**src/stopwatch_pkg.sv**
```systemverilog
// ############################
// Timer control encoding and lap store sizing
// Lap addresses 10 to 15 are legal and read back as zero
// ############################
`default_nettype none

package stopwatch_pkg;

    // Timer control states
    typedef enum logic [1:0] {
        IDLE    = 2'b00,
        RUNNING = 2'b01,
        STOPPED = 2'b10
    } timer_state_t;

    // Records kept per timer
    localparam int LAP_DEPTH = 10;

    // Wide enough for addresses 0..9 and counts 0..10
    localparam int LAP_IDX_W = $clog2(LAP_DEPTH);

    typedef logic [LAP_IDX_W-1:0] lap_idx_t;
    typedef logic [LAP_IDX_W-1:0] lap_cnt_t;

endpackage

`default_nettype wire

```
**src/time_pkg.sv**
```systemverilog
// ############################
// Time record shared by counter, channels and display
// Fields are binary, not BCD; hours run 0 to 99 then wrap
// ############################
`default_nettype none

package time_pkg;

    // Field widths
    localparam int HOUR_W = 8;
    localparam int MIN_W  = 8;
    localparam int SEC_W  = 8;
    localparam int MS_W   = 10;

    // Last value of each field before it wraps to zero
    localparam logic [HOUR_W-1:0] HOUR_MAX = 8'd99;
    localparam logic [MIN_W-1:0]  MIN_MAX  = 8'd59;
    localparam logic [SEC_W-1:0]  SEC_MAX  = 8'd59;
    localparam logic [MS_W-1:0]   MS_MAX   = 10'd999;

    // 34-bit record, hours in the top bits
    typedef struct packed {
        logic [HOUR_W-1:0] hours;
        logic [MIN_W-1:0]  minutes;
        logic [SEC_W-1:0]  seconds;
        logic [MS_W-1:0]   millisec;
    } time_t;

endpackage

`default_nettype wire
```
**src/timer_view_if.sv**
```systemverilog
// ############################
// One channel's view towards the display selector
// All signals are levels, valid every cycle, no handshake
// ############################
`timescale 1ns/1ns
`default_nettype none

interface timer_view_if
    import time_pkg::*, stopwatch_pkg::*;
();

    time_t    cur_time;
    time_t    lap_time;
    lap_cnt_t lap_count;
    logic     stopped;
    // Read address into the lap store, lap_time follows it combinationally
    lap_idx_t lap_addr;

    modport channel (
        output cur_time, lap_time, lap_count, stopped,
        input  lap_addr
    );

    modport display (
        input  cur_time, lap_time, lap_count, stopped,
        output lap_addr
    );

endinterface

`default_nettype wire

```
**src/stopwatch_top.sv**
```systemverilog
// ############################
// Two-timer stopwatch, one count step per clk_1kHz cycle
// start, stop and lap are one-cycle strobes for the selected timer
// ############################
`timescale 1ns/1ns
`default_nettype none

module stopwatch_top
    import time_pkg::*;
(
    input  logic              clk_1kHz,
    input  logic              rst,
    input  logic              start,
    input  logic              stop,
    input  logic              lap,
    input  logic              timer_sel,
    input  logic              view_sel,
    input  logic [3:0]        lap_view,
    output logic [HOUR_W-1:0] hours,
    output logic [MIN_W-1:0]  minutes,
    output logic [SEC_W-1:0]  seconds,
    output logic [MS_W-1:0]   millisec,
    output logic              stopped,
    output logic [3:0]        lap_count
);

    time_t disp_time;

    timer_view_if view0 ();
    timer_view_if view1 ();

    // Only the selected channel sees active high
    timer_channel u_ch0 (
        .clk_1kHz (clk_1kHz),
        .rst      (rst),
        .active   (~timer_sel),
        .start    (start),
        .stop     (stop),
        .lap      (lap),
        .view     (view0.channel)
    );

    timer_channel u_ch1 (
        .clk_1kHz (clk_1kHz),
        .rst      (rst),
        .active   (timer_sel),
        .start    (start),
        .stop     (stop),
        .lap      (lap),
        .view     (view1.channel)
    );

    display_select u_disp (
        .timer_sel (timer_sel),
        .view_sel  (view_sel),
        .lap_view  (lap_view),
        .ch0       (view0.display),
        .ch1       (view1.display),
        .disp_time (disp_time),
        .lap_count (lap_count),
        .stopped   (stopped)
    );

    assign hours    = disp_time.hours;
    assign minutes  = disp_time.minutes;
    assign seconds  = disp_time.seconds;
    assign millisec = disp_time.millisec;

endmodule

`default_nettype wire

```
**src/display_select.sv**
```systemverilog
// ############################
// Purely combinational, zero-cycle selection
// Lap view falls back to live time past the stored laps
// ############################
`timescale 1ns/1ns
`default_nettype none

module display_select
    import time_pkg::*, stopwatch_pkg::*;
(
    input  logic         timer_sel,
    input  logic         view_sel,
    input  lap_idx_t     lap_view,
    timer_view_if.display ch0,
    timer_view_if.display ch1,
    output time_t        disp_time,
    output lap_cnt_t     lap_count,
    output logic         stopped
);

    time_t    sel_cur;
    time_t    sel_lap;
    lap_cnt_t sel_count;
    logic     sel_stopped;
    logic     show_lap;

    // Both stores are addressed, only the selected one is shown
    assign ch0.lap_addr = lap_view;
    assign ch1.lap_addr = lap_view;

    // timer_sel low picks channel 0
    assign sel_cur     = timer_sel ? ch1.cur_time  : ch0.cur_time;
    assign sel_lap     = timer_sel ? ch1.lap_time  : ch0.lap_time;
    assign sel_count   = timer_sel ? ch1.lap_count : ch0.lap_count;
    assign sel_stopped = timer_sel ? ch1.stopped   : ch0.stopped;

    assign show_lap = view_sel && (lap_view < sel_count);

    assign disp_time = show_lap ? sel_lap : sel_cur;
    assign lap_count = sel_count;
    assign stopped   = sel_stopped;

endmodule

`default_nettype wire

```
**src/timer_channel.sv**
```systemverilog
// ############################
// One timer: control FSM, lap counter and ten-entry lap store
// Acts only on cycles with active high, otherwise frozen
// ############################
`timescale 1ns/1ns
`default_nettype none

module timer_channel
    import time_pkg::*, stopwatch_pkg::*;
(
    input  logic         clk_1kHz,
    input  logic         rst,
    input  logic         active,
    input  logic         start,
    input  logic         stop,
    input  logic         lap,
    timer_view_if.channel view
);

    timer_state_t state;
    lap_cnt_t     lap_count;
    time_t        laps [LAP_DEPTH];
    time_t        cur_time;

    logic advance;
    logic leave_idle;
    logic room;
    logic lap_wr;

    // Counter steps on every active RUNNING cycle, the stop cycle included
    assign advance    = active && (state == RUNNING);
    assign leave_idle = active && (state == IDLE) && start;
    assign room       = (lap_count < LAP_DEPTH);

    // stop wins over lap while running, start wins over lap while stopped
    assign lap_wr = active && lap && room &&
                    (((state == RUNNING) && !stop) || ((state == STOPPED) && !start));

    time_counter u_counter (
        .clk_1kHz (clk_1kHz),
        .rst      (rst),
        .advance  (advance),
        .value    (cur_time)
    );

    always_ff @(posedge clk_1kHz or posedge rst) begin
        if (rst) begin
            state <= IDLE;
        end else if (active) begin
            case (state)
                IDLE:    if (start) state <= RUNNING;
                RUNNING: if (stop) state <= STOPPED;
                STOPPED: if (start) state <= RUNNING;
                default: state <= IDLE;
            endcase
        end
    end

    always_ff @(posedge clk_1kHz or posedge rst) begin
        if (rst) begin
            lap_count <= '0;
        end else if (leave_idle) begin
            lap_count <= '0;
        end else if (lap_wr) begin
            lap_count <= lap_count + 1'b1;
        end
    end

    // Records hold the time from before this cycle's step
    always_ff @(posedge clk_1kHz or posedge rst) begin
        if (rst) begin
            for (int i = 0; i < LAP_DEPTH; i++) begin
                laps[i] <= '0;
            end
        end else if (lap_wr) begin
            laps[lap_count] <= cur_time;
        end
    end

    assign view.cur_time  = cur_time;
    assign view.lap_count = lap_count;
    assign view.stopped   = (state == STOPPED);

    // Out of range addresses read as zero
    always_comb begin
        if (view.lap_addr < LAP_DEPTH) begin
            view.lap_time = laps[view.lap_addr];
        end else begin
            view.lap_time = '0;
        end
    end

    a_lap_count_max: assert property (
        @(posedge clk_1kHz) disable iff (rst)
        lap_count <= LAP_DEPTH
    ) else $error("lap count above store depth");

    a_frozen_time: assert property (
        @(posedge clk_1kHz) disable iff (rst)
        !(active && (state == RUNNING)) |=> $stable(cur_time)
    ) else $error("time moved while channel was not running");

endmodule

`default_nettype wire

```
**src/time_counter.sv**
```systemverilog
// ############################
// Up-counter, one millisecond per cycle with advance high
// Wraps from 99:59:59.999 to zero
// ############################
`timescale 1ns/1ns
`default_nettype none

module time_counter
    import time_pkg::*;
(
    input  logic  clk_1kHz,
    input  logic  rst,
    input  logic  advance,
    output time_t value
);

    logic ms_last;
    logic sec_last;
    logic min_last;
    logic hour_last;

    assign ms_last   = (value.millisec == MS_MAX);
    assign sec_last  = (value.seconds == SEC_MAX);
    assign min_last  = (value.minutes == MIN_MAX);
    assign hour_last = (value.hours == HOUR_MAX);

    // Carry ripples upward only when every lower field is at its limit
    always_ff @(posedge clk_1kHz or posedge rst) begin
        if (rst) begin
            value <= '0;
        end else if (advance) begin
            if (!ms_last) begin
                value.millisec <= value.millisec + 1'b1;
            end else begin
                value.millisec <= '0;
                if (!sec_last) begin
                    value.seconds <= value.seconds + 1'b1;
                end else begin
                    value.seconds <= '0;
                    if (!min_last) begin
                        value.minutes <= value.minutes + 1'b1;
                    end else begin
                        value.minutes <= '0;
                        if (!hour_last) begin
                            value.hours <= value.hours + 1'b1;
                        end else begin
                            value.hours <= '0;
                        end
                    end
                end
            end
        end
    end

    a_fields_in_range: assert property (
        @(posedge clk_1kHz) disable iff (rst)
        (value.millisec <= MS_MAX) && (value.seconds <= SEC_MAX) &&
        (value.minutes <= MIN_MAX) && (value.hours <= HOUR_MAX)
    ) else $error("time field beyond its wrap limit");

endmodule

`default_nettype wire

```
**config.mk**
```make
export PLATFORM = sky130hd
export DESIGN_NAME = stopwatch_top
export DESIGN_NICKNAME = d
export VERILOG_FILES = /design/src/stopwatch_pkg.sv /design/src/time_pkg.sv /design/src/timer_view_if.sv /design/src/stopwatch_top.sv /design/src/display_select.sv /design/src/timer_channel.sv /design/src/time_counter.sv
export SDC_FILE = /design/constraint.sdc
export NUM_CORES = 2
export LEC_CHECK = 0
export BUFFER_PORTS_ARGS = -buffer_cell sky130_fd_sc_hd__buf_4
export CELL_PAD_IN_SITES_DETAIL_PLACEMENT = 1
export CELL_PAD_IN_SITES_GLOBAL_PLACEMENT = 2
export CORE_AREA = 2 2 290 363
export CTS_CLUSTER_DIAMETER = 100
export DETAILED_ROUTE_END_ITERATION = 7
export DIE_AREA = 0 0 292 365
export MAX_ROUTING_LAYER = met4
export PLACE_DENSITY_LB_ADDON = 0.1
export REMOVE_ABC_BUFFERS = 1
export SLEW_MARGIN = 20
export SYNTH_ARGS = -nofsm -noshare
export SYNTH_HDL_FRONTEND = slang
export SYNTH_SLANG_ARGS = --single-unit
```
**constraint.sdc**
```tcl
create_clock -name clk_1kHz -period 30.3 [get_ports clk_1kHz]
set_input_delay 3.03 -clock clk_1kHz [delete_from_list [all_inputs] [get_ports clk_1kHz]]
set_output_delay 3.03 -clock clk_1kHz [all_outputs]
set_load 0.05 [all_outputs]
```
# Word-level counts from Yosys, hierarchy flattened

Index checks and enable logic that the tools add are counted.

Register bits: 760
Bits in latches: 0
RAM bits: 0
Memory bits (read-only): 0
Bits of input ports: 11
Output and inout port bits: 39
Logic and storage cells: 203
Memories kept: 0

Add/sub/neg operators: 10
Multipliers: 0
Divide/modulo/power cells: 0
Magnitude comparators: 9
Equal/unequal tests: 16
Shifts and indexed selects: 0
Multiplexer cells: 35
Bitwise gates (word level): 4
Reduce and logical (&&, ||, !) cells: 37

Operators by type and width:

| operator                                                    | number |
|---|---|
| bitwise mux 340 bit                                         | 2 |
| 2-to-1 mux 34 bit                                           | 11 |
| binary-select mux 34 bit (select 4 bit)                     | 2 |
| demux 34 bit (select 4 bit)                                 | 2 |
| adder 8 x 1 -> 8 bit (second input constant)                | 6 |
| 2-to-1 mux 8 bit                                            | 6 |
| equality test 8 x 6 -> 1 bit (second input constant)        | 4 |
| adder 10 x 1 -> 10 bit (second input constant)              | 2 |
| equality test 10 bit (second input constant)                | 2 |
| 2-to-1 mux 10 bit                                           | 2 |
| 2-to-1 mux 4 bit                                            | 5 |
| logical AND 1 bit                                           | 19 |
| equality test 8 x 7 -> 1 bit (second input constant)        | 2 |
| >= comparator 5 bit (second input constant)                 | 3 |
| inverter 4 -> 5 bit                                         | 3 |
| less-than comparator 4 bit (second input constant)          | 3 |
| AND reduction 3 bit                                         | 4 |
| less-than comparator 5 x 1 -> 1 bit (second input constant) | 2 |
| adder 4 x 1 -> 4 bit (second input constant)                | 2 |
| case mux 2 bit (2 select lines)                             | 2 |
| AND reduction 4 bit                                         | 2 |
| equality test 2 x 1 -> 1 bit (second input constant)        | 2 |
| equality test 2 bit (second input constant)                 | 2 |
| logical NOT 2 bit                                           | 2 |
| other kinds (11)                                            | 19 |

# Longest topological paths before layout

Word-level depth: 7
Gate-level depth with buffers: 11

# By module

From an unflattened synthesis, not the netlist that was laid out.

Cells, all modules: 2,654
Area, all modules: 37,757.5 µm²

By module, submodules not included:

| module                | instances | cells each | area each (µm²) | sequential area each (µm²) |
|---|---|---|---|---|
| timer_channel (u_ch0) | 1         | 1,065      | 16,564.6        | 8,658.3 |
| timer_channel (u_ch1) | 1         | 1,084      | 16,196.8        | 8,658.3 |
| time_counter          | 2         | 183        | 1,830.5         | 850.8 |
| display_select        | 1         | 138        | 1,331.3         | 0.0 |
| stopwatch_top         | 1         | 1          | 3.8             | 0.0 |

# Worst setup path before layout

No wires, ideal clock.

Kind: input -> output
Start point: in timer_sel
End point: out hours[0]
Arrival: 6.221 ns
Path slack: 21.049 ns
Stages on the path: 11
Buffers on the path: 4
Path through: clkbuf_1 clkbuf_1 clkbuf_1 nand2_1 o21a_1 ha_1 a21boi_0 o211ai_1 nand3_1 clkbuf_1 o32ai_1

Word-level cells in the longest chain between the ends: 4
Elaborated cells on any way between the ends: 6
Those cells by class: order compare (1); mux (4); reduce/logical (1)

RTL lines:

| what                       | RTL line             | source |
|---|---|---|
| from (decl)                | stopwatch_top.sv:16  | `input logic timer_sel,` |
| 2-to-1 mux 4 bit           | display_select.sv:34 | `assign sel_count = timer_sel ? ch1.lap_count : ch0.lap_count;` |
| less-than comparator 4 bit | display_select.sv:37 | `assign show_lap = view_sel && (lap_view < sel_count);` |
| logical AND 1 bit          | display_select.sv:37 |  |
| 2-to-1 mux 34 bit *        | display_select.sv:39 | `assign disp_time = show_lap ? sel_lap : sel_cur;` |
| to (decl)                  | stopwatch_top.sv:19  | `output logic [HOUR_W-1:0] hours,` |

Every way passes the cells marked *; elsewhere a longest branch is shown, timed or not.

# Final worst setup path

Start point: in lap_view[0]
End point: out hours[7]

Word-level cells in the longest chain between the ends: 7
Elaborated cells on any way between the ends: 14
Those cells by class: order compare (2); mux (10); bitwise (1); reduce/logical (1)

RTL lines:

| what                                                 | RTL line             | source |
|---|---|---|
| from (decl)                                          | stopwatch_top.sv:18  | `input logic [3:0] lap_view,` |
| inverter 4 -> 5 bit (not written as such)            | timer_channel.sv:87  | `view.lap_time = laps[view.lap_addr];` |
| binary-select mux 34 bit (select 4 bit)              | timer_channel.sv:87  |  |
| 2-to-1 mux 34 bit (not written as such) (2 in a row) | timer_channel.sv:87  |  |
| 2-to-1 mux 34 bit                                    | timer_channel.sv:86  | `if (view.lap_addr < LAP_DEPTH) begin` |
| 2-to-1 mux 34 bit                                    | display_select.sv:33 | `assign sel_lap = timer_sel ? ch1.lap_time : ch0.lap_time;` |
| 2-to-1 mux 34 bit *                                  | display_select.sv:39 |  |

Every way passes the cells marked *; elsewhere a longest branch is shown, timed or not. The select of a mux whose other input is x is not followed.

==> flow_summary_export.csv <==
group,metric,value,unit
detailed_routing,avgViaCountPerCell,5.607,
floorplanning,design.core.area,103200,sq um
floorplanning,die_y,365,um
detailed_routing,drt-total-wl,111100,um
timing,rsz0062_at_grt,"false",
clocking,post_cts_resized,0,
placed_design,dpl-instance-area,37540,sq um
critical_path,cp_max_fo,66,
global_route,antenna_found_initial,0,
global_route,grt_overflow_total,0,
detailed_routing,ant_nets,0,
timing,max_freq,102.0,MHz
clocking,clkTransAtPathRegs,0.06,ns
clocking,ctsLongestPathBuffers,3,
synthesis,synth-edff-count,0,
clocking,cts_tree,"done",
critical_path,cp_slowest_cell,"buf_4",
global_route,grt_use_met2,35.78,%
clocking,postCtsSetupBuffers,0,
flow_run,max_cap_viol_count,0,
floorplanning,initial_core_util,34.76,%
timing,maxSlewHeadroom,31.51,%
synthesis,synth_area_leader_cell,"dfrtp_1",
critical_path,start_kind,"primary input",
critical_path,path_delay_family,"buffers and inverters",
global_route,grt_use_met3,2.463,%
critical_path,required,27.27,ns
synthesis,syn_avg_cell_area,13.84,sq um
final_layout,instances_no_fill,3961,
timing,skew,0.02541,ns
critical_path,endpoint_kind,"output port",
floorplanning,ios,50,
synthesis,synth_cells,2592,
power,fin_total_pwr,2.329,mW
global_route,track_usage,21.68,%
synthesis,async_flop_share,100.0,%
timing,tightest_slew,1.024,ns
synthesis,synth_ff_type,"dfrtp_1",
placed_design,pre_cts_slack,20.43,ns
timing,fin_setup_tns,0,ns
critical_path,path_class,"in -> out",
floorplanning,die_width,292,um
timing,setup_viol,0,
critical_path,arrival,6.77,ns
detailed_routing,vias,22210,
synthesis,synth_area,35880,sq um
worst_hold_path,min_path_type,"reg -> reg",
final_layout,nets,2585,
clocking,clk_latency,0.67,ns
timing,fin_crit_sh,32.36,%
timing,slew_viol_final,0,
placed_design,port_buffers,49,
synthesis,synth-seq-cells,760,
synthesis,synth-seq-area-share,53.00,%
detailed_routing,drtIter0Drc,1224,
power,p_per_area,57.70,nW/um^2
placed_design,place_hpwl,65650,um
final_layout,drive_gt1_share,41.96,%
critical_path,cp_cell_sequence,"buf_8, buf_4, buf_4, mux4_2, nand2b_1, a221oi_1, o32ai_1, buf_4",
clocking,cts-root-buf,"clkbuf_16",
critical_path,cpPeakStageDelay,0.69,ns
timing,min_period,9.804,ns
global_route,grt_max_degree,173,
critical_path,cp.depth,8,
worst_hold_path,holdPathStages,2,
global_route,grt_pass1_wl,166700,um
synthesis,synthTopCellsByArea,"dfrtp_1, mux2_2, mux4_2, mux2i_1, clkbuf_1",
final_layout,final_area,40370,sq um
synthesis,synth_cell_type_count,58,
detailed_routing,wire_per_inst,28.04,um
global_route,busiest_layer,"met2",
floorplanning,rows,132,
floorplanning,dieArea,106600,sq um
clocking,postCtsHoldBufs,0,
synthesis,yosysWarnings,0,
critical_path,path_buf_inv,4,
final_layout,fillers,10410,
placed_design,placed_cells,3807,
detailed_routing,dr.pass1.iters,5,
critical_path,reg2regPathDepth,6,
global_route,grt_pass1_vias,24400,
timing,hold_viol,0,
power,p_leak,19.50,nW
clocking,clock-sinks,760,
clocking,cts_buffers,84,
timing,fin_ws,20.50,ns
global_route,grt_use_met1,28.63,%
final_layout,area_growth,12.51,%
clocking,htreeDepth,3,
run_status,status,"complete, no violations",
power,ir_drop,37.57,uV
synthesis,synthDominantCellAreaShare,53.00,%
critical_path,crit_top_cell,"buf_4",
placed_design,place.gp.congestion,0.7297,
detailed_routing,drc,0,
layout make-up:
class	count	area [sq um]	share of cell area (%)
Timing Repair Buffer	112	895.9	2.219
Sequential cell	760	19020	47.11
Multi-Input combinational cell	1583	15930	39.47
Clock inverter	21	236.5	0.5858
Clock buffer	129	2544	6.301
Antenna cell	2	5.005	0.01240
Tap cell	1340	1677	4.153
Inverter	14	60.06	0.1488
logic make-up after synthesis:
logic type               Yosys count  synth area share (%)
XOR/XNOR                          29                0.7078
AND/OR/NAND/NOR                  317                 4.599
multiplexers                     956                 32.80
buffers and inverters            249                 2.859
flip-flops                       760                 53.00
AO/OA/AOI/OAI                    262                 5.370
adder cells (fa/ha/maj)           19                0.6625
worst reg2reg max path, delay by kind of cell (launching register included):
kind | cells | cell delay, ns
adders and majority gates | 1 | 0.35
DFF | 1 | 0.70
and+or+nand+nor | 5 | 2.00
power by group:
part	internal (mW)	switching (mW)	leakage [nW]	total, mW
clock network	0.611	0.429	1.37	1.04
logic	0.0724	0.129	7.54	0.202
registers	1.04	0.0476	10.6	1.09
total	1.72	0.606	19.5	2.33
sequential cells by signal (all words and copies together) (netlist names):
signal and flops:
u_ch0.laps 340, u_ch0.state 2, u_ch0.u_counter.value 34, u_ch0.view.lap_count 4, u_ch1.laps 340, u_ch1.state 2
u_ch1.u_counter.value 34, u_ch1.view.lap_count 4
cells in the mapped netlist (14+ instances only):
library cell    n
mux4_2        104
o21ai_0        64
inv_1          14
xor2_1         16
nand2b_1       27
ha_1           19
nor2_1         55
o31ai_1        20
a221oi_1       56
o32ai_1        35
dfrtp_1       760
clkbuf_1      168
mux2i_1       134
nand2_1        93
nor2b_1        16
nand3_1        29
a21oi_1        18
buf_2          61
nand4_1        22
mux2_2        718
worst paths after layout:
check | from | end | slack, ns
min in group asynchronous | rst | u_ch1.laps[143] | 2.57
worst max-delay path | lap_view[0] | hours[7] | 20.50
worst min register to register | u_ch1.laps[20] | u_ch1.laps[20] | 0.49
max in group asynchronous | rst | u_ch0.laps[326] | 25.35
worst max register to register | u_ch1.u_counter.value[10] | u_ch1.u_counter.value[29] | 27.20
worst min-delay path | u_ch1.laps[20] | u_ch1.laps[20] | 0.49
through the flow:
stage | util (%) | hold WS [ns]
detailed placement | 36.37 | 0.4840
CTS | 39.06 | 0.4981
floorplan | - | 0.4492
finish | 39.11 | 0.4946
global placement | 36.37 | 0.4700
global route | 39.10 | 0.5093
routing by layer:
layer / part of all wire, % / up-vias
met5: 0 / -
met4: 1.7 / 0
met3: 2.8 / 127
met2: 49 / 276
met1: 47 / 12270
li1: - / 9532
cells in the final DEF, fill, tap and decap left out, types with 8 or more instances in the layout:
cell       Yosys  final
clkinv_2       0     10
inv_1         14     13
o31ai_1       20     20
nand2b_1      27     27
a31oi_1       10     10
o21ai_0       64     64
mux2_2       718    718
and3_1        11     11
clkbuf_8       0     23
nand3_1       29     28
nor2_1        55     52
o221ai_1      11     11
mux4_2       104    104
a22o_1        13     13
mux2i_1      134    134
buf_4          4    105
nand4_1       22     22
nand2_1       93     84
xnor2_1       13     13
nand2_2        8     13
a21oi_1       18     18
o32ai_1       35     35
nor3_1         9      8
o21bai_1      10     10
a221o_1       11     11
dfrtp_1      760    760
nor2b_1       16     14
a221oi_1      56     56
xor2_1        16     16
clkbuf_16      0     86
clkbuf_1     168     20
ha_1          19     19
(Power assumes the default switching activity.)
